**config.mk**
```make
export PLATFORM = sky130hd
export DESIGN_NAME = page_planner
export DESIGN_NICKNAME = d
export VERILOG_FILES = /design/src/rtl/conv_dma_pkg.sv /design/src/rtl/page_planner.sv
export VERILOG_INCLUDE_DIRS = /design/src /design/src/include
export SDC_FILE = /design/constraint.sdc
export NUM_CORES = 1
export LEC_CHECK = 0
export BUFFER_PORTS_ARGS = -buffer_cell sky130_fd_sc_hd__buf_2
export CORE_ASPECT_RATIO = 0.7
export CORE_MARGIN = 3
export CORE_UTILIZATION = 25
export CTS_BUF_LIST = sky130_fd_sc_hd__clkbuf_8
export CTS_CLUSTER_SIZE = 14
export DETAILED_ROUTE_END_ITERATION = 10
export GPL_TIMING_DRIVEN = 0
export PLACE_DENSITY_LB_ADDON = 0.2
export SYNTH_ARGS = -nofsm -noshare
export SYNTH_HDL_FRONTEND = slang
export SYNTH_SLANG_ARGS = --single-unit
export TNS_END_PERCENT = 50
```
**constraint.sdc**
```tcl
create_clock -name clk -period 16.9 [get_ports clk]
set_clock_uncertainty 0.15 [all_clocks]
set_input_delay 0.845 -clock clk [delete_from_list [all_inputs] [get_ports clk]]
set_output_delay 0.845 -clock clk [all_outputs]
set_load 0.05 [all_outputs]
```
**src/include/conv_dma_settings.svh**
```systemverilog
`ifndef CONV_DMA_SETTINGS_SVH
`define CONV_DMA_SETTINGS_SVH

// data beat geometry
`define CONV_DATA_W 512
`define CONV_BEAT_BYTES 64

// pages split at 4 KiB boundaries
`define CONV_PAGE_BYTES 4096
`define CONV_BEATS_PER_PAGE 64

// pages allowed in flight per direction
`define CONV_START_CREDS 6

// output fifo holds 1 << CONV_FIFO_LOG_DEPTH beats
`define CONV_FIFO_LOG_DEPTH 3

`define CONV_ADDR_W 64

// configuration registers, written in this order
`define CONV_REG_SRC 32'h00
`define CONV_REG_DST 32'h08
`define CONV_REG_SIZE 32'h10
`define CONV_REG_START 32'h18

// status registers, read only
`define CONV_REG_STATE 32'h20
`define CONV_REG_PAGES 32'h28
`define CONV_REG_RD_BEATS 32'h30
`define CONV_REG_WR_BEATS 32'h38

`endif

```
**src/rtl/conv_dma_pkg.sv**
```systemverilog
`include "conv_dma_settings.svh"

package conv_dma_pkg;

    // configuration sequence, one state per accepted register write
    typedef enum logic [2:0] {
        IDLE,
        HAVE_SRC,
        HAVE_DST,
        HAVE_SIZE,
        RUN
    } run_state_e;

    // register offsets seen on the control port
    typedef enum logic [31:0] {
        REG_SRC      = `CONV_REG_SRC,
        REG_DST      = `CONV_REG_DST,
        REG_SIZE     = `CONV_REG_SIZE,
        REG_START    = `CONV_REG_START,
        REG_STATE    = `CONV_REG_STATE,
        REG_PAGES    = `CONV_REG_PAGES,
        REG_RD_BEATS = `CONV_REG_RD_BEATS,
        REG_WR_BEATS = `CONV_REG_WR_BEATS
    } csr_reg_e;

    typedef struct packed {
        logic [31:0] total_beats;
        logic [31:0] pages;
        logic [31:0] last_beats;
    } plan_t;

    typedef struct packed {
        logic [`CONV_ADDR_W-1:0] src;
        logic [`CONV_ADDR_W-1:0] dst;
    } cfg_t;

    // one burst on an address channel, len is beats minus one
    typedef struct packed {
        logic                    valid;
        logic [`CONV_ADDR_W-1:0] addr;
        logic [7:0]              len;
        logic [2:0]              size;
    } burst_req_t;

    typedef struct packed {
        logic        valid;
        logic        is_write;
        logic [31:0] addr;
        logic [63:0] data;
    } reg_req_t;

endpackage

```
**src/rtl/page_planner.sv**
```systemverilog
`timescale 1ns/1ps
`include "conv_dma_settings.svh"

module page_planner
    import conv_dma_pkg::*;
(
    input  logic        clk,
    input  logic        rst,
    input  logic [31:0] img_size,
    output plan_t       plan
);

    localparam logic [31:0] BPP = 32'(`CONV_BEATS_PER_PAGE);

    logic [31:0] total_q;
    logic [31:0] pages_q;
    logic [31:0] rem_q;
    logic [31:0] last_q;

    // stage 1: beats per row times rows
    // stage 2: whole pages and the partial tail
    // stage 3: an empty tail means the last page is full
    always_ff @(posedge clk) begin
        if (rst) begin
            total_q <= '0;
            pages_q <= '0;
            rem_q   <= '0;
            last_q  <= BPP;
        end else begin
            total_q <= (img_size / 32'(`CONV_BEAT_BYTES)) * img_size;
            pages_q <= (total_q + BPP - 32'd1) / BPP;
            rem_q   <= total_q % BPP;
            last_q  <= (rem_q == '0) ? BPP : rem_q;
        end
    end

    assign plan.total_beats = total_q;
    assign plan.pages       = pages_q;
    assign plan.last_beats  = last_q;

endmodule

```
==> flow_summary.yaml <==
outcome:
  status: "finished, final reports clean"
clock_network:
  cts_hold_buf: 0
  cts_made_buffers: 9
  cts.path.max_buffers: 2
  h-tree-depth: 3
  clock_sinks: 71
  cts_root_buffer: "clkbuf_8"
  cts_resized: 0
  worstSkewPairLatency_ns: 0.36
  cts_tree: "yes"
  clk_pin_slew_ns: 0.08
  post_cts_buffers: 0
worst_setup_path:
  critPathMaxStageDelay_ns: 0.79
  cp_top_family: "adder cells"
  arrival_ns: 8.65
  crit_slowest_cell: "clkbuf_1"
  path_max_fanout: 10
  crit_top_cell: "fa_1"
  criticalPathCategory: "primary input to flip-flop"
  path_buf_inv: 9
  cp-end-kind: "flip-flop"
  cp_data_required_time_ns: 17.03
  worstPathCellList: "buf_2, clkbuf_1, clkbuf_1, nand2_1, fa_1, inv_1, fa_1, inv_1, fa_1, inv_1, fa_1, fa_1, fa_1, inv_1, fa_1, inv_1, ha_1, clkbuf_1, o211a_1, nand3_1, a211oi_2, o2111ai_1, a2111o_1, o211ai_1"
  cp-start-kind: "primary input"
yosys:
  synth_commonest_cells: "inv_1 (529), fa_1 (376), nand2_1 (195)"
  async_reset_ff_share_pct: 0
  ys.flop_type: "dfxtp_1"
  synth_top_cell_by_area: "fa_1"
  ys_ff_latch: 71
  synth_top_area_share_pct: 45.96
  ys_seq_area_share_pct: 8.678
  ys_top_cells_by_area: "fa_1 (46%), inv_1 (12%), dfxtp_1 (8.7%)"
  synth_edf_count: 0
  syn_inst: 1818
  synth.cell_area_um2: 16380
  yosysMostFrequentCell: "inv_1"
  ys_types: 62
  yosys_warnings: 0
  synth.avg_cell_area_um2: 9.010
route:
  route.detailed.drc: 0
  routedWlPerCell_um: 18.52
  drtPass1Iterations: 5
  final_antenna_net_count: 0
  drt_iter0_drc: 577
  routed_via_density: 4.198
  vias: 11890
  wirelength_um: 52440
cells_and_area:
  final-seq-area_um2: 1421
  finalNetCount: 2472
  drive_above_1_share_pct: 8.321
  multi_input_area_um2: 12620
  flow.area_growth_from_synthesis_pct: 11.90
  num-fill-cells: 6987
global_routing:
  grt_max_degree: 13
  grt_pass1_vias: 13340
  grt_pass1_wl_um: 81740
  gr-usage-all-layers_pct: 15.91
  antenna_found_initial: 5
  grt.overflow.total: 0
floorplanning:
  core_um2: 63970
  die_x_um: 311.9
  row_count: 77
  die_y_um: 220.2
  dieArea_um2: 68670
  initial_utilization_pct: 25.60
  pin_count: 130
sta:
  fin_crit_ns: 8.529
  tightestPinTransition_ns: 1.067
  max_freq_mhz: 117.2
  period_share_pct: 50.47
  relSlewSlack_pct: 28.88
  rsz0062_at_grt: "false"
  drv_slew: 0
  final-hold-violation-count: 0
  finalSetupTns_ns: 0
  finalSetupViolCount: 0
job:
  max-cap-violations: 0
placed_design:
  dp_hpwl_um: 44860
  numPortBuffers: 95
  routabilityCongestion: 0.8541
hold_path:
  hold_path_class: "flip-flop to flip-flop"
==> worst register-to-register path, delay by kind of cell, from the launching register on <==
kind,cells,cell delay [ns]
and+or+nand+nor,4,0.75
AOI/OAI and AO/OA,1,0.74
DFF,1,0.41
xor gates and xnor gates,1,0.31
==> registers in the layout, indices dropped and copies added (netlist names) <==
name     cells
total_q     32
rem_q        6
last_q       7
pages_q     26
==> routing by layer <==
layer	vias to the layer above	wire length [um]	global-route usage, %
met4	4	694	2.085
met1	6061	25730	23.30
met5	-	23	0
li1	5427	-	-
met3	37	4839	5.308
met2	359	21150	23.24
==> layout make-up <==
| class | count | share of cell area [%] |
|---|---|---|
| inverters | 529 | 10.83 |
| repair buffers | 95 | 2.594 |
| clock inverters | 4 | 0.5393 |
| plain buffers | 93 | 2.560 |
| well taps | 869 | 5.932 |
| clock buffers | 12 | 0.9011 |
| multi-input cells | 1155 | 68.83 |
| flip-flops and latches | 71 | 7.755 |
| diodes | 4 | 0.05461 |
==> stage by stage <==
step | std cells | utilization, % | setup slack [ns] | hold WS, ns | cell area [um^2]
3_3_place_gp | 2812 | 28.22 | 8.120 | 0.3123 | 18050
2_1_floorplan | 1848 | - | 9.856 | 0.2885 | 16490
6_report | 2832 | 28.65 | 8.371 | 0.3176 | 18330
5_1_grt | 2830 | 28.64 | 8.053 | 0.3393 | 18320
3_5_place_dp | 2812 | 28.22 | 8.072 | 0.3104 | 18050
4_1_cts | 2828 | 28.64 | 8.460 | 0.3193 | 18320
==> path summary, 6_finish.rpt <==
check	startpoint	endpoint	cells past startpoint	slack, ns
setup / recovery	img_size[13]	total_q[30]	24	8.37
setup reg to reg	total_q[10]	pages_q[18]	6	14.43
hold reg to reg	rem_q[1]	last_q[1]	1	0.32
hold / removal	rem_q[1]	last_q[1]	1	0.32
==> placed cells by master (no fill, tap or decap), drive strengths merged, types with 5 or more instances in the layout <==
cell and n:
a211oi 5, fa 376, xor2 24, nand4 7, nor3 20, nand3 19, and3 7, o21a 11
o21ai 15, a21o 8, conb 31, and2 140, nor2 66, buf 131, nor2b 20, a21oi 21
xnor2 31, nand2 195, clkbuf 69, inv 530, o211ai 6, dfxtp 71, nor3b 6, ha 108
nand2b 5
==> cell families (layout without fill, tap and decap cells) <==
kind of cell             after synthesis  in the layout  synth area share (%)
buffers and inverters                622            733                 14.99
adder cells (fa/ha/maj)              484            484                 54.21
other                                  1             35               0.02289
XOR/XNOR                              55             55                 2.941
AND/OR/NAND/NOR                      498            498                 15.19
AO/OA/AOI/OAI                         86             86                 3.904
multiplexers                           1              1               0.06874
flip-flops                            71             71                 8.678
Power is left out: the tool's default activity adds up to more than one toggle a clock period on the data nets, which glitch-free logic cannot reach.
