## config.mk

```make
export PLATFORM = sky130hd
export DESIGN_NAME = page_req_gen
export DESIGN_NICKNAME = d
export VERILOG_FILES = /design/src/rtl/conv_dma_pkg.sv /design/src/rtl/page_req_gen.sv
export VERILOG_INCLUDE_DIRS = /design/src /design/src/include
export SDC_FILE = /design/constraint.sdc
export NUM_CORES = 1
export LEC_CHECK = 0
export BUFFER_PORTS_ARGS = -buffer_cell sky130_fd_sc_hd__buf_2
export CORE_MARGIN = 5
export CORE_UTILIZATION = 25
export DETAILED_ROUTE_END_ITERATION = 10
export PLACE_DENSITY_LB_ADDON = 0.05
export SYNTH_ARGS = -nofsm -noshare
export SYNTH_HDL_FRONTEND = slang
export SYNTH_SLANG_ARGS = --single-unit
```

## constraint.sdc

```tcl
create_clock -name clk -period 2.9 [get_ports clk]
set_input_delay 0 -clock clk [delete_from_list [all_inputs] [get_ports clk]]
set_output_delay 0 -clock clk [all_outputs]
set_load 0.005 [all_outputs]
```

## src/include/conv_dma_settings.svh

```systemverilog
`ifndef CONV_DMA_SETTINGS_SVH
`define CONV_DMA_SETTINGS_SVH

// data beat geometry
`define CONV_DATA_W 512
`define CONV_BEAT_BYTES 64

// pages split at 4 KiB boundaries
`define CONV_PAGE_BYTES 4096
`define CONV_BEATS_PER_PAGE 64

// pages allowed in flight per direction
`define CONV_START_CREDS 6

// output fifo holds 1 << CONV_FIFO_LOG_DEPTH beats
`define CONV_FIFO_LOG_DEPTH 3

`define CONV_ADDR_W 64

// configuration registers, written in this order
`define CONV_REG_SRC 32'h00
`define CONV_REG_DST 32'h08
`define CONV_REG_SIZE 32'h10
`define CONV_REG_START 32'h18

// status registers, read only
`define CONV_REG_STATE 32'h20
`define CONV_REG_PAGES 32'h28
`define CONV_REG_RD_BEATS 32'h30
`define CONV_REG_WR_BEATS 32'h38

`endif

```

## src/rtl/conv_dma_pkg.sv

```systemverilog
`include "conv_dma_settings.svh"

package conv_dma_pkg;

    // configuration sequence, one state per accepted register write
    typedef enum logic [2:0] {
        IDLE,
        HAVE_SRC,
        HAVE_DST,
        HAVE_SIZE,
        RUN
    } run_state_e;

    // register offsets seen on the control port
    typedef enum logic [31:0] {
        REG_SRC      = `CONV_REG_SRC,
        REG_DST      = `CONV_REG_DST,
        REG_SIZE     = `CONV_REG_SIZE,
        REG_START    = `CONV_REG_START,
        REG_STATE    = `CONV_REG_STATE,
        REG_PAGES    = `CONV_REG_PAGES,
        REG_RD_BEATS = `CONV_REG_RD_BEATS,
        REG_WR_BEATS = `CONV_REG_WR_BEATS
    } csr_reg_e;

    typedef struct packed {
        logic [31:0] total_beats;
        logic [31:0] pages;
        logic [31:0] last_beats;
    } plan_t;

    typedef struct packed {
        logic [`CONV_ADDR_W-1:0] src;
        logic [`CONV_ADDR_W-1:0] dst;
    } cfg_t;

    // one burst on an address channel, len is beats minus one
    typedef struct packed {
        logic                    valid;
        logic [`CONV_ADDR_W-1:0] addr;
        logic [7:0]              len;
        logic [2:0]              size;
    } burst_req_t;

    typedef struct packed {
        logic        valid;
        logic        is_write;
        logic [31:0] addr;
        logic [63:0] data;
    } reg_req_t;

endpackage

```

## src/rtl/page_req_gen.sv

```systemverilog
`timescale 1ns/1ps
`include "conv_dma_settings.svh"

module page_req_gen
    import conv_dma_pkg::*;
(
    input  logic                    clk,
    input  logic                    rst,
    input  logic                    run,
    input  logic                    done,
    input  logic [`CONV_ADDR_W-1:0] base,
    input  plan_t                   plan,
    input  logic                    page_done,
    input  logic                    ready,
    output burst_req_t              req
);

    localparam int CRED_W     = $clog2(`CONV_START_CREDS + 1);
    localparam int PAGE_SHIFT = $clog2(`CONV_PAGE_BYTES);
    localparam logic [CRED_W-1:0] START_CREDS = CRED_W'(`CONV_START_CREDS);

    logic [31:0]       pages_q;
    logic [CRED_W-1:0] creds_q;
    logic              issue;
    logic              last_page;
    logic [31:0]       len_beats;

    assign last_page = pages_q == plan.pages - 32'd1;
    assign len_beats = last_page ? plan.last_beats : 32'(`CONV_BEATS_PER_PAGE);

    // page k lives at base + k pages
    assign req.valid = run && pages_q != plan.pages && creds_q != '0;
    assign req.addr  = base + (`CONV_ADDR_W'(pages_q) << PAGE_SHIFT);
    assign req.len   = 8'(len_beats - 32'd1);
    assign req.size  = 3'($clog2(`CONV_BEAT_BYTES));

    assign issue = req.valid && ready;

    always_ff @(posedge clk) begin
        if (rst || done) begin
            pages_q <= '0;
            creds_q <= START_CREDS;
        end else begin
            if (issue) begin
                pages_q <= pages_q + 32'd1;
            end
            // spend and return in one cycle cancel out
            case ({issue, page_done})
                2'b10:   creds_q <= creds_q - 1'b1;
                2'b01:   creds_q <= creds_q + 1'b1;
                default: creds_q <= creds_q;
            endcase
        end
    end

    // a page can only complete after its request went out
    a_creds_bounded: assert property (@(posedge clk) disable iff (rst)
        creds_q <= START_CREDS);

endmodule

```

==> impl_metrics.csv <==
group,metric,value,unit
yosys,yosysMostFrequentCell,"xnor2_1",
yosys,ys_async_sr_fraction,0,%
route,via_count,6738,
clock_network,cts_tree,"yes",
worst_setup_path,reg2reg_to,"creds_q[2]",
finish,fin_nets,1257,
clock_network,htreeDepth,2,
route,drt-initial-drc-count,305,
route,drt_pass1_iterations,5,
global_routing,grt.total_usage,17.0,%
yosys,syn_area,5530,sq um
yosys,ys.flop_type,"dfxtp_1",
worst_setup_path,cp-start-kind,"flip-flop",
min_path,hold_path_depth,0,
place,dp_hpwl,19.0,mm
worst_setup_path,cp.arrival,3.21,ns
global_routing,overflow,0,
die,die-height,159,um
power_and_ir_drop,p_leak,0.00364,uW
place,placedInstanceArea,7690,sq um
yosys,synth_top_area_cell,"xnor2_1",
power_and_ir_drop,peakVddDrop,0.000218,V
timing,fmax,312,MHz
clock_network,worstSkewPairLatency,0.28,ns
finish,n_antenna_cell,0,
route,viasPerCell,5.05,
global_routing,grt_pass1_wl,36.2,mm
yosys,synth_edf_count,0,
die,die_w,159,um
die,dieArea,25200,sq um
place,dp_slack,-0.421,ns
worst_setup_path,r2r_start,"pages_q[0]",
clock_network,cts_root_buf,"clkbuf_16",
timing,slew_headroom,50.7,%
yosys,synth_top_area_share,14.6,%
worst_setup_path,end_kind,"output pin",
timing,worst_hold_slack,0.00000226,ns
yosys,synth.distinct_cells,75,
timing,worstMarginPinSlew,0.739,ns
die,fp-row-count,54,
timing,min_period,3.21,ns
clock_network,clock_path_buffers,2,
worst_setup_path,timing.reg2reg.setup_slack,0.09,ns
flow_run,cap_viol_max_count,0,
finish,drive_gt1_share,45.5,%
yosys,synth-xor-area-share,18.5,%
yosys,ys_seq_elements,35,
timing,fin_crit_sh,111,%
timing,rsz0062_at_grt,"yes",
clock_network,cts_buffers,5,
yosys,synth_cells,744,
global_routing,antenna_found_initial,1,
min_path,hold_path.class,"in -> out",
clock_network,path_clk_slew,0.05,ns
worst_setup_path,rr_worst_depth,13,
run_status,violations,"negative setup slack",
route,drcViolationCount,0,
yosys,synth_top_family_by_area,"simple AND/OR/NAND/NOR gates",
yosys,synth_compound_area_share,23.7,%
worst_setup_path,worst-setup-path-type,"reg -> out",
timing,clock_skew,0.00596,ns
timing,finalHoldViolCount,0,
route,wl_per_cell,17.0,um
clock_network,cts.sinks,35,
yosys,synth_common_cells,"92 x xnor2_1, 74 x nor2_1, 45 x nand2_1, 44 x a21oi_1, 36 x ha_1",
timing,layout_setup_ws,-0.305,ns
timing,final_max_slew_viol_count,0,
run_status,status,"complete, but fails checks",
yosys,synth_seq_area_share,12.7,%
finish,final_cell_area,8770,sq um
yosys,avgSynthCellArea,7.44,sq um
power_and_ir_drop,power_density,186,nW/um^2
place,portBuffers,158,
finish,area_delta_synth_final,58.4,%
worst_setup_path,crit_slowest_cell,"or4_4",
min_path,holdPathEnd,"req[11]",
yosys,synth_mux_area_share,0.204,%
yosys,synth-adder-area-share,8.86,%
worst_setup_path,max_stage_delay,0.44,ns
global_routing,grt_max_degree,36,
worst_setup_path,path_cells,"xnor2_2 -> or4_4 -> a2111oi_4 -> o22ai_1 -> nor4_1 -> o2111a_1 -> and4_4 -> nand2_2 -> ha_4 -> mux2_1 -> a31oi_1 -> buf_2",
die,start_util,25.4,%
finish,fin_util,40.2,%
timing,setup_tns,-2.82,ns
worst_setup_path,worst-endpoint-required,2.90,ns
die,boundaryPins,242,
min_path,min_from,"base[0]",
global_routing,first_global_vias,6913,
yosys,yosysWarnings,0,
worst_setup_path,path_max_fanout,5,
clock_network,holdBufCountCts,0,
route,drtAntennaViolNets,0,
route,wl,22.7,mm
place,place.gp.congestion,0.855,
yosys,yosys.area_share.simple,30.6,%
yosys,yosys-top-cells-area,"xnor2_1 15%, dfxtp_1 13%, ha_1 8.1%",
die,coreArea,21800,sq um
timing,setup_viol,17,
## area by class of cell
cell class / count / area (sq um)
Clock buffer: 8 / 156
Fill cell: 2289 / 13100
Inverter: 26 / 97.6
Multi-Input combinational cell: 651 / 5260
Sequential cell: 35 / 738
Tap cell: 280 / 350
Timing Repair Buffer: 334 / 2170
## metal layers
layer / vias up / global-route usage, % / routed length (um)
li1: 3391 / - / -
met1: 3176 / 21.2 / 9960
met2: 151 / 30.7 / 11300
met3: 18 / 3.55 / 1090
met4: 2 / 2.62 / 268
met5: - / 0 / 13
## what timing repair did
action | in CTS | in global routing
resized for setup | 106 | 53
setup endpoints to repair | 34 | 36
setup buffers | 12 | 8
cloned | 1 | 0
pin swaps | 33 | 35
## placed cells by master (no fill, tap or decap), types with 7 or more instances in the layout
cell and count:
buf_4 164, buf_2 159, xnor2_1 81, nor2_1 72, nand2_1 42, nand4_1 32, a21oi_1 32, xor2_1 25
inv_1 21, nand3_1 21, nor3_1 20, o21ai_0 19, a21o_1 19, ha_1 17, dfxtp_1 17, and3_1 14
ha_4 14, dfxtp_2 12, nor4_1 10, xnor2_2 9, nand2b_1 9, a31oi_1 9, buf_6 9, o211ai_1 8
o21a_1 8, a21oi_2 8, o21bai_1 7, and2_1 7, nor2b_1 7
## worst max-delay path, delay by kind of cell, from the launching register on
family / cells / cell delay, ns
xor gates and xnor gates: 1 / 0.15
and+or+nand+nor: 4 / 1.00
AOI/OAI and AO/OA: 4 / 0.85
DFF: 1 / 0.33
adders and majority gates: 1 / 0.17
buffers and inverters: 1 / 0.14
muxes: 1 / 0.29
## flip-flops by register name, indices dropped and copies added, names as in the netlist
name     count
pages_q     32
creds_q      3
## stage by stage
stage / std cells / total power [uW]
3_5_place_dp: 1305 / 1020
6_report: 1334 / 1630
5_1_grt: 1334 / 1730
4_1_cts: 1326 / 1640
3_3_place_gp: 1305 / 1010
2_1_floorplan: 745 / 747
## worst max path at each step
stage,to,cells after the start,slack (ns),startpoint
6_report,req[9],12,-0.31,pages_q[25]
5_1_grt,req[61],13,-0.40,pages_q[0]
4_1_cts,req[59],13,-0.38,pages_q[0]
3_5_place_dp,req[9],15,-0.42,plan[32]
3_3_place_gp,req[9],15,-0.44,plan[32]
2_1_floorplan,creds_q[2],12,-0.005,pages_q[9]
## logic make-up (layout without fill, tap and decap cells)
group           Yosys count  count (layout)
simple gates            304             304
compound gates          188             188
xor+xnor                117             117
buf+inv                  59             368
fa+ha+maj                38              38
flops                    35              35
other cells               2               3
mux                       1               1
## power by group
group	switching, uW	leakage, uW	internal [uW]
Sequential	4.25	0.000293	479
Clock	207	0.0000772	366
Combinational	295	0.00327	283
Total	506	0.00364	1130
Note: power is estimated with default switching activity, not from simulation.
