==> src/include/conv_dma_settings.svh <==
`ifndef CONV_DMA_SETTINGS_SVH
`define CONV_DMA_SETTINGS_SVH

// data beat geometry
`define CONV_DATA_W 512
`define CONV_BEAT_BYTES 64

// pages split at 4 KiB boundaries
`define CONV_PAGE_BYTES 4096
`define CONV_BEATS_PER_PAGE 64

// pages allowed in flight per direction
`define CONV_START_CREDS 6

// output fifo holds 1 << CONV_FIFO_LOG_DEPTH beats
`define CONV_FIFO_LOG_DEPTH 3

`define CONV_ADDR_W 64

// configuration registers, written in this order
`define CONV_REG_SRC 32'h00
`define CONV_REG_DST 32'h08
`define CONV_REG_SIZE 32'h10
`define CONV_REG_START 32'h18

// status registers, read only
`define CONV_REG_STATE 32'h20
`define CONV_REG_PAGES 32'h28
`define CONV_REG_RD_BEATS 32'h30
`define CONV_REG_WR_BEATS 32'h38

`endif

==> src/rtl/conv_dma_pkg.sv <==
`include "conv_dma_settings.svh"

package conv_dma_pkg;

    // configuration sequence, one state per accepted register write
    typedef enum logic [2:0] {
        IDLE,
        HAVE_SRC,
        HAVE_DST,
        HAVE_SIZE,
        RUN
    } run_state_e;

    // register offsets seen on the control port
    typedef enum logic [31:0] {
        REG_SRC      = `CONV_REG_SRC,
        REG_DST      = `CONV_REG_DST,
        REG_SIZE     = `CONV_REG_SIZE,
        REG_START    = `CONV_REG_START,
        REG_STATE    = `CONV_REG_STATE,
        REG_PAGES    = `CONV_REG_PAGES,
        REG_RD_BEATS = `CONV_REG_RD_BEATS,
        REG_WR_BEATS = `CONV_REG_WR_BEATS
    } csr_reg_e;

    typedef struct packed {
        logic [31:0] total_beats;
        logic [31:0] pages;
        logic [31:0] last_beats;
    } plan_t;

    typedef struct packed {
        logic [`CONV_ADDR_W-1:0] src;
        logic [`CONV_ADDR_W-1:0] dst;
    } cfg_t;

    // one burst on an address channel, len is beats minus one
    typedef struct packed {
        logic                    valid;
        logic [`CONV_ADDR_W-1:0] addr;
        logic [7:0]              len;
        logic [2:0]              size;
    } burst_req_t;

    typedef struct packed {
        logic        valid;
        logic        is_write;
        logic [31:0] addr;
        logic [63:0] data;
    } reg_req_t;

endpackage

==> src/rtl/stream_buffer.sv <==
`timescale 1ns/1ps
`include "conv_dma_settings.svh"

module stream_buffer
    import conv_dma_pkg::*;
(
    input  logic                    clk,
    input  logic                    rst,
    input  logic                    run,
    input  logic                    done,
    input  plan_t                   plan,
    input  logic [`CONV_DATA_W-1:0] rdata,
    input  logic                    rvalid,
    input  logic                    rlast,
    input  logic                    wready,
    output logic                    rready,
    output logic [`CONV_DATA_W-1:0] wdata,
    output logic                    wvalid,
    output logic                    wlast,
    output logic                    rd_page_done,
    output logic                    wr_page_done,
    output logic [31:0]             rd_beats,
    output logic [31:0]             wr_beats
);

    localparam int DEPTH = 1 << `CONV_FIFO_LOG_DEPTH;
    localparam int PW    = `CONV_FIFO_LOG_DEPTH + 1;

    logic                    ready_q;
    logic                    beat_valid_q;
    logic [`CONV_DATA_W-1:0] beat_data_q;
    logic [`CONV_DATA_W-1:0] mem [DEPTH];
    logic [PW-1:0]           wr_ptr_q;
    logic [PW-1:0]           rd_ptr_q;
    logic [PW-1:0]           count;
    logic                    rd_accept;
    logic                    push;
    logic                    pop;
    logic [31:0]             wr_in_page_q;
    logic [31:0]             wr_pages_q;
    logic [31:0]             page_len;

    assign rready       = run && ready_q;
    assign rd_accept    = rvalid && rready;
    assign rd_page_done = rd_accept && rlast;

    // pointers carry one extra wrap bit, so the difference is the fill level
    assign count  = wr_ptr_q - rd_ptr_q;
    assign push   = beat_valid_q;
    assign wvalid = count != '0;
    assign pop    = wvalid && wready;
    assign wdata  = mem[rd_ptr_q[PW-2:0]];

    assign page_len     = (wr_pages_q == plan.pages - 32'd1) ? plan.last_beats
                                                             : 32'(`CONV_BEATS_PER_PAGE);
    assign wlast        = wr_in_page_q == page_len - 32'd1;
    assign wr_page_done = pop && wlast;

    // throttle reads two beats before the fifo starts to fill
    always_ff @(posedge clk) begin
        if (rst || done) begin
            ready_q      <= 1'b0;
            beat_valid_q <= 1'b0;
        end else begin
            ready_q      <= wready && count < PW'(2);
            beat_valid_q <= rd_accept;
        end
    end

    always_ff @(posedge clk) begin
        if (rd_accept) begin
            beat_data_q <= rdata;
        end
        if (push) begin
            mem[wr_ptr_q[PW-2:0]] <= beat_data_q;
        end
    end

    always_ff @(posedge clk) begin
        if (rst || done) begin
            wr_ptr_q     <= '0;
            rd_ptr_q     <= '0;
            rd_beats     <= '0;
            wr_beats     <= '0;
            wr_in_page_q <= '0;
            wr_pages_q   <= '0;
        end else begin
            if (push) begin
                wr_ptr_q <= wr_ptr_q + 1'b1;
            end
            if (rd_accept) begin
                rd_beats <= rd_beats + 32'd1;
            end
            if (pop) begin
                rd_ptr_q <= rd_ptr_q + 1'b1;
                wr_beats <= wr_beats + 32'd1;
                if (wlast) begin
                    wr_in_page_q <= '0;
                    wr_pages_q   <= wr_pages_q + 32'd1;
                end else begin
                    wr_in_page_q <= wr_in_page_q + 32'd1;
                end
            end
        end
    end

    // the read side stops early enough that in-flight beats always fit
    a_fifo_no_overflow: assert property (@(posedge clk) disable iff (rst)
        push && !pop |-> count < PW'(DEPTH));

    a_wdata_hold: assert property (@(posedge clk) disable iff (rst || done)
        wvalid && !wready |=> $stable(wdata));

endmodule

==> config.mk <==
export PLATFORM = sky130hd
export DESIGN_NAME = stream_buffer
export DESIGN_NICKNAME = d
export VERILOG_FILES = /design/src/rtl/conv_dma_pkg.sv /design/src/rtl/stream_buffer.sv
export VERILOG_INCLUDE_DIRS = /design/src /design/src/include
export SDC_FILE = /design/constraint.sdc
export NUM_CORES = 2
export LEC_CHECK = 0
export BUFFER_PORTS_ARGS = -buffer_cell sky130_fd_sc_hd__buf_2
export CELL_PAD_IN_SITES_DETAIL_PLACEMENT = 0
export CELL_PAD_IN_SITES_GLOBAL_PLACEMENT = 1
export CORE_MARGIN = 1.5
export CORE_UTILIZATION = 53
export CTS_CLUSTER_DIAMETER = 100
export DETAILED_ROUTE_END_ITERATION = 7
export MAX_ROUTING_LAYER = met4
export PLACE_DENSITY_LB_ADDON = 0.05
export SKIP_LAST_GASP = 1
export SYNTH_ARGS = -nofsm -noshare
export SYNTH_HDL_FRONTEND = slang
export SYNTH_SLANG_ARGS = --single-unit
==> constraint.sdc <==
create_clock -name clk -period 42.1 [get_ports clk]
set_clock_uncertainty 0.2 [all_clocks]
set_input_delay 2.105 -clock clk [delete_from_list [all_inputs] [get_ports clk]]
set_output_delay 2.105 -clock clk [all_outputs]
set_load 0.05 [all_outputs]
==> metrics.txt <==
# TYPE chip_impl_metric gauge
chip_impl_info{name="critical-path-slowest-cell",value="nand3_1"} 1
chip_impl_info{name="r2r-start",value="wr_pages_q[29]$_SDFFE_PP0P_"} 1
chip_impl_metric{name="final_clock_period_utilization_by_the_worst_path",unit="%"} 26.4
chip_impl_metric{name="postSynthAreaPerCell",unit="um^2"} 23.2
chip_impl_metric{name="grt_pass1_vias",unit=""} 85500
chip_impl_metric{name="cellPowerDensity",unit="nW/um^2"} 45.2
chip_impl_metric{name="antenna_found_initial",unit=""} 229
chip_impl_metric{name="globalRouteOverflowTotal",unit=""} 0
chip_impl_metric{name="timing.final.hold_violations",unit=""} 0
chip_impl_info{name="worst-setup-path-type",value="in -> out"} 1
chip_impl_metric{name="cellLeakagePower",unit="nW"} 64.0
chip_impl_metric{name="placement.io_buffers",unit=""} 1163
chip_impl_metric{name="detail_route.first_pass.iterations",unit=""} 5
chip_impl_metric{name="route.detailed.wl_per_inst",unit="um"} 29.6
chip_impl_metric{name="drt_iter0_markers",unit=""} 6578
chip_impl_info{name="cp-endpoint",value="wr_page_done"} 1
chip_impl_metric{name="detail_route.vias_per_cell",unit=""} 5.88
chip_impl_metric{name="fp.dieH",unit="um"} 582
chip_impl_metric{name="min_period",unit="ps"} 11110
chip_impl_metric{name="max_clock_freq",unit="GHz"} 0.0900
chip_impl_metric{name="dp_slack",unit="ps"} 31080
chip_impl_metric{name="synth.net_count",unit=""} 8289
chip_impl_info{name="outcome",value="finished clean"} 1
chip_impl_metric{name="core_area",unit="um^2"} 334000
chip_impl_info{name="most_common_cell_after_layout_fill_and_taps_aside",value="edfxtp_1"} 1
chip_impl_metric{name="number_of_max_slew_violations_in_the_final_report",unit=""} 0
chip_impl_metric{name="setup_viol",unit=""} 0
chip_impl_metric{name="routed-via-count",unit=""} 82700
chip_impl_metric{name="reg2reg_setup_slack",unit="ps"} 35570
chip_impl_metric{name="ioPinCount",unit=""} 1196
chip_impl_metric{name="cts_inserted_buffers",unit=""} 477
chip_impl_metric{name="worst_path_largest_cell_delay",unit="ps"} 830
chip_impl_metric{name="fin_tns_setup",unit="ps"} 0
chip_impl_metric{name="irDropWorstVdd",unit="mV"} 0.0419
chip_impl_metric{name="drive_above_1_share",unit="%"} 37.1
chip_impl_info{name="mostFrequentLayoutCells",value="edfxtp_1, buf_2, mux4_2"} 1
chip_impl_metric{name="synth.distinct_cells",unit=""} 74
chip_impl_metric{name="maximum_level_of_the_cts_h_tree",unit=""} 5
chip_impl_metric{name="dpl.hpwl",unit="um"} 245000
chip_impl_metric{name="die_area",unit="um^2"} 339000
chip_impl_metric{name="cts_post_setup_buffers_inserted",unit=""} 0
chip_impl_metric{name="timing.final.ws_setup",unit="ps"} 30990
chip_impl_info{name="timing.critical_path.from",value="plan[48]"} 1
chip_impl_metric{name="worst-endpoint-arrival",unit="ps"} 8800
chip_impl_metric{name="nets",unit=""} 9734
chip_impl_metric{name="worstPathRequired",unit="ps"} 39790
chip_impl_metric{name="chipWidth",unit="um"} 582
chip_impl_metric{name="postCtsHoldBufs",unit=""} 0
chip_impl_info{name="worst_r2r_endpoint",value="wr_in_page_q[28]$_SDFFE_PP0P_"} 1
chip_impl_info{name="end_kind",value="output pin"} 1
chip_impl_metric{name="drc",unit=""} 0
chip_impl_metric{name="switchingPower",unit="mW"} 1.80
chip_impl_info{name="grt_setup_unrepaired",value="no"} 1
chip_impl_metric{name="ctsLongestPathBuffers",unit=""} 4
chip_impl_info{name="tritoncts_clock_tree",value="done"} 1
chip_impl_metric{name="syn2layout_area_growth",unit="%"} 15.0
chip_impl_metric{name="power_frac_comb",unit="%"} 0.9
chip_impl_metric{name="post_synth_instance_area",unit="um^2"} 178000
chip_impl_metric{name="antenna_violating_nets_remaining",unit=""} 0
chip_impl_metric{name="fill_cells",unit=""} 23400
chip_impl_metric{name="worst_path_maximum_fanout",unit=""} 18
chip_impl_metric{name="route.final.wire_length",unit="um"} 416000
chip_impl_metric{name="tightestPinTransition",unit="ps"} 1110
chip_impl_metric{name="timing.slew.headroom",unit="%"} 26.1
chip_impl_metric{name="post_cts.resized_instances",unit=""} 0
chip_impl_metric{name="tritoncts_num_sinks",unit=""} 4749
chip_impl_info{name="worstHoldPathType",value="reg -> reg"} 1
chip_impl_metric{name="synthesis.instances",unit=""} 7662
chip_impl_metric{name="synth.ff_latch_count",unit=""} 4749
chip_impl_info{name="min_from",value="rd_beats[31]$_SDFFE_PP0P_"} 1
chip_impl_metric{name="holdPathStages",unit=""} 2
chip_impl_metric{name="synth-async-reset-ratio",unit="%"} 0
chip_impl_metric{name="power.sequential.fraction",unit="%"} 55.6
chip_impl_metric{name="insertion_delay",unit="ps"} 970
chip_impl_metric{name="synth-warning-count",unit=""} 0
chip_impl_info{name="crit_path_start_kind",value="input pin"} 1
chip_impl_metric{name="pint",unit="mW"} 7.45
chip_impl_metric{name="synth.yosys.seq_area_share",unit="%"} 79.4
chip_impl_metric{name="grt_max_degree",unit=""} 149
chip_impl_metric{name="std_cell_rows",unit=""} 212
chip_impl_info{name="crit_chain",value="buf_2 > or4_4 > nor3_1 > a31oi_1 > or4b_2 > o311ai_0 > nand3_1 > nor2_2 > nand2_1 > ha_1 > or3b_2 > nor2_1 > nand4_1 > xor2_1 > a221oi_1 > o2111ai_1 > mux2_2 > nor4b_1 > nand3_1 > nor2_1 > buf_2"} 1
chip_impl_info{name="synth-main-ff-cell",value="edfxtp_1"} 1
chip_impl_metric{name="cap_viol_max_count",unit=""} 0
chip_impl_metric{name="synth-edff-count",unit=""} 4608
chip_impl_metric{name="grtUsageTotal",unit="%"} 25.3
chip_impl_metric{name="initial_core_util",unit="%"} 53.3
chip_impl_metric{name="worst-r2r-cell-count",unit=""} 21
chip_impl_metric{name="pwr-share-clk",unit="%"} 43.5
chip_impl_metric{name="power_switching_share",unit="%"} 19.4
chip_impl_metric{name="clk_pin_slew_worst_paths",unit="ps"} 50
chip_impl_metric{name="gp_congestion",unit=""} 0.900
chip_impl_metric{name="global_route_wire_length_before_repair",unit="um"} 598000
chip_impl_info{name="clock_tree.root_cell",value="clkbuf_16"} 1
## Yosys cell counts, types with 12 or more instances
cell type | number | area share (%)
a21oi_1 | 28 | 0.079
and3_1 | 24 | 0.084
and4_1 | 18 | 0.089
buf_1 | 98 | 0.21
clkbuf_1 | 245 | 0.52
dfxtp_1 | 141 | 1.6
edfxtp_1 | 4608 | 78
inv_1 | 25 | 0.053
mux2_2 | 514 | 3.3
mux2i_1 | 25 | 0.14
mux4_2 | 1024 | 13
nand2_1 | 116 | 0.24
nand2b_1 | 12 | 0.042
nand3_1 | 58 | 0.16
nand4_1 | 41 | 0.14
nor2_1 | 168 | 0.35
nor3_1 | 47 | 0.13
nor4_1 | 33 | 0.12
o21ai_0 | 24 | 0.068
o31ai_1 | 16 | 0.068
or3_1 | 49 | 0.17
or4_1 | 15 | 0.063
xnor2_1 | 74 | 0.36
xor2_1 | 92 | 0.45
## power groups by stage
stage	registers [mW]	clock network [mW]	logic (mW)
floorplan	5.25	0	0.0323
global placement	5.24	0	0.0786
detailed placement	5.24	0	0.0786
CTS	5.14	4.10	0.0792
global route	5.14	4.28	0.0844
finish	5.14	4.03	0.0790
## final cells by class
type                    count  area, um^2  share of cell area, %
flip-flops and latches   4749      141000                   69.0
multi-input cells        2538       35300                   17.2
clock buffers             620       12700                   6.21
repair buffers           1316        7170                   3.51
well taps                4387        5490                   2.68
clock inverters           268        2190                   1.07
diodes                    156         390                  0.191
inverters                  25        93.8                 0.0459
## worst min path at each step
stage | endpoint | slack (ps)
after floorplan | wr_pages_q[31]$_SDFFE_PP0P_ | 260
after global placement | rd_beats[31]$_SDFFE_PP0P_ | 270
after detailed placement | wr_beats[26]$_SDFFE_PP0P_ | 300
after CTS | wr_beats[1]$_SDFFE_PP0P_ | 310
after global routing | rd_beats[31]$_SDFFE_PP0P_ | 320
final | rd_beats[31]$_SDFFE_PP0P_ | 300
## metal layers
metal | up-vias | share of wire, % | global-route usage [%]
met1 | 43700 | 39 | 31.8
met4 | 0 | 4.4 | 10.2
li1 | 35500 | - | -
met3 | 865 | 9.9 | 8.50
met5 | - | 0 | -
met2 | 2678 | 47 | 38.0
## logic make-up after synthesis
family	after synthesis	synth area share [%]
fa+ha+maj	12	0.0887
compound gates	157	0.640
xor+xnor	166	0.818
flops	4749	79.4
mux	1563	16.4
simple gates	640	1.88
buf+inv	375	0.798
## sequential cells by signal (all words and copies together), names as in the netlist, named ones only
| signal | flops |
|---|---|
| wr_pages_q | 32 |
| beat_valid_q | 1 |
| wr_beats | 32 |
| wr_ptr_q | 4 |
| ready_q | 1 |
| wr_in_page_q | 32 |
| rd_ptr_q | 4 |
| rd_beats | 32 |
| beat_data_q | 512 |
| mem | 4096 |
## critical path: cells and delay by family
| kind | cells | cell delay (ps) |
|---|---|---|
| AO/OA/AOI/OAI | 4 | 980 |
| buffers and inverters | 2 | 480 |
| AND/OR/NAND/NOR | 12 | 4510 |
| XOR/XNOR | 1 | 100 |
| adder cells (fa/ha/maj) | 1 | 320 |
| multiplexers | 1 | 290 |
## through the flow
stage	instances	area [um^2]	utilization (%)	total power [mW]	hold WS, ps
global route	14000	204000	61.3	9.50	323
finish	14100	205000	61.3	9.25	304
CTS	13900	204000	61.2	9.33	309
floorplan	7662	178000	-	5.28	264
detailed placement	13000	189000	56.7	5.32	299
global placement	13000	189000	56.7	5.32	268
Power figures use the tool's default switching activity.
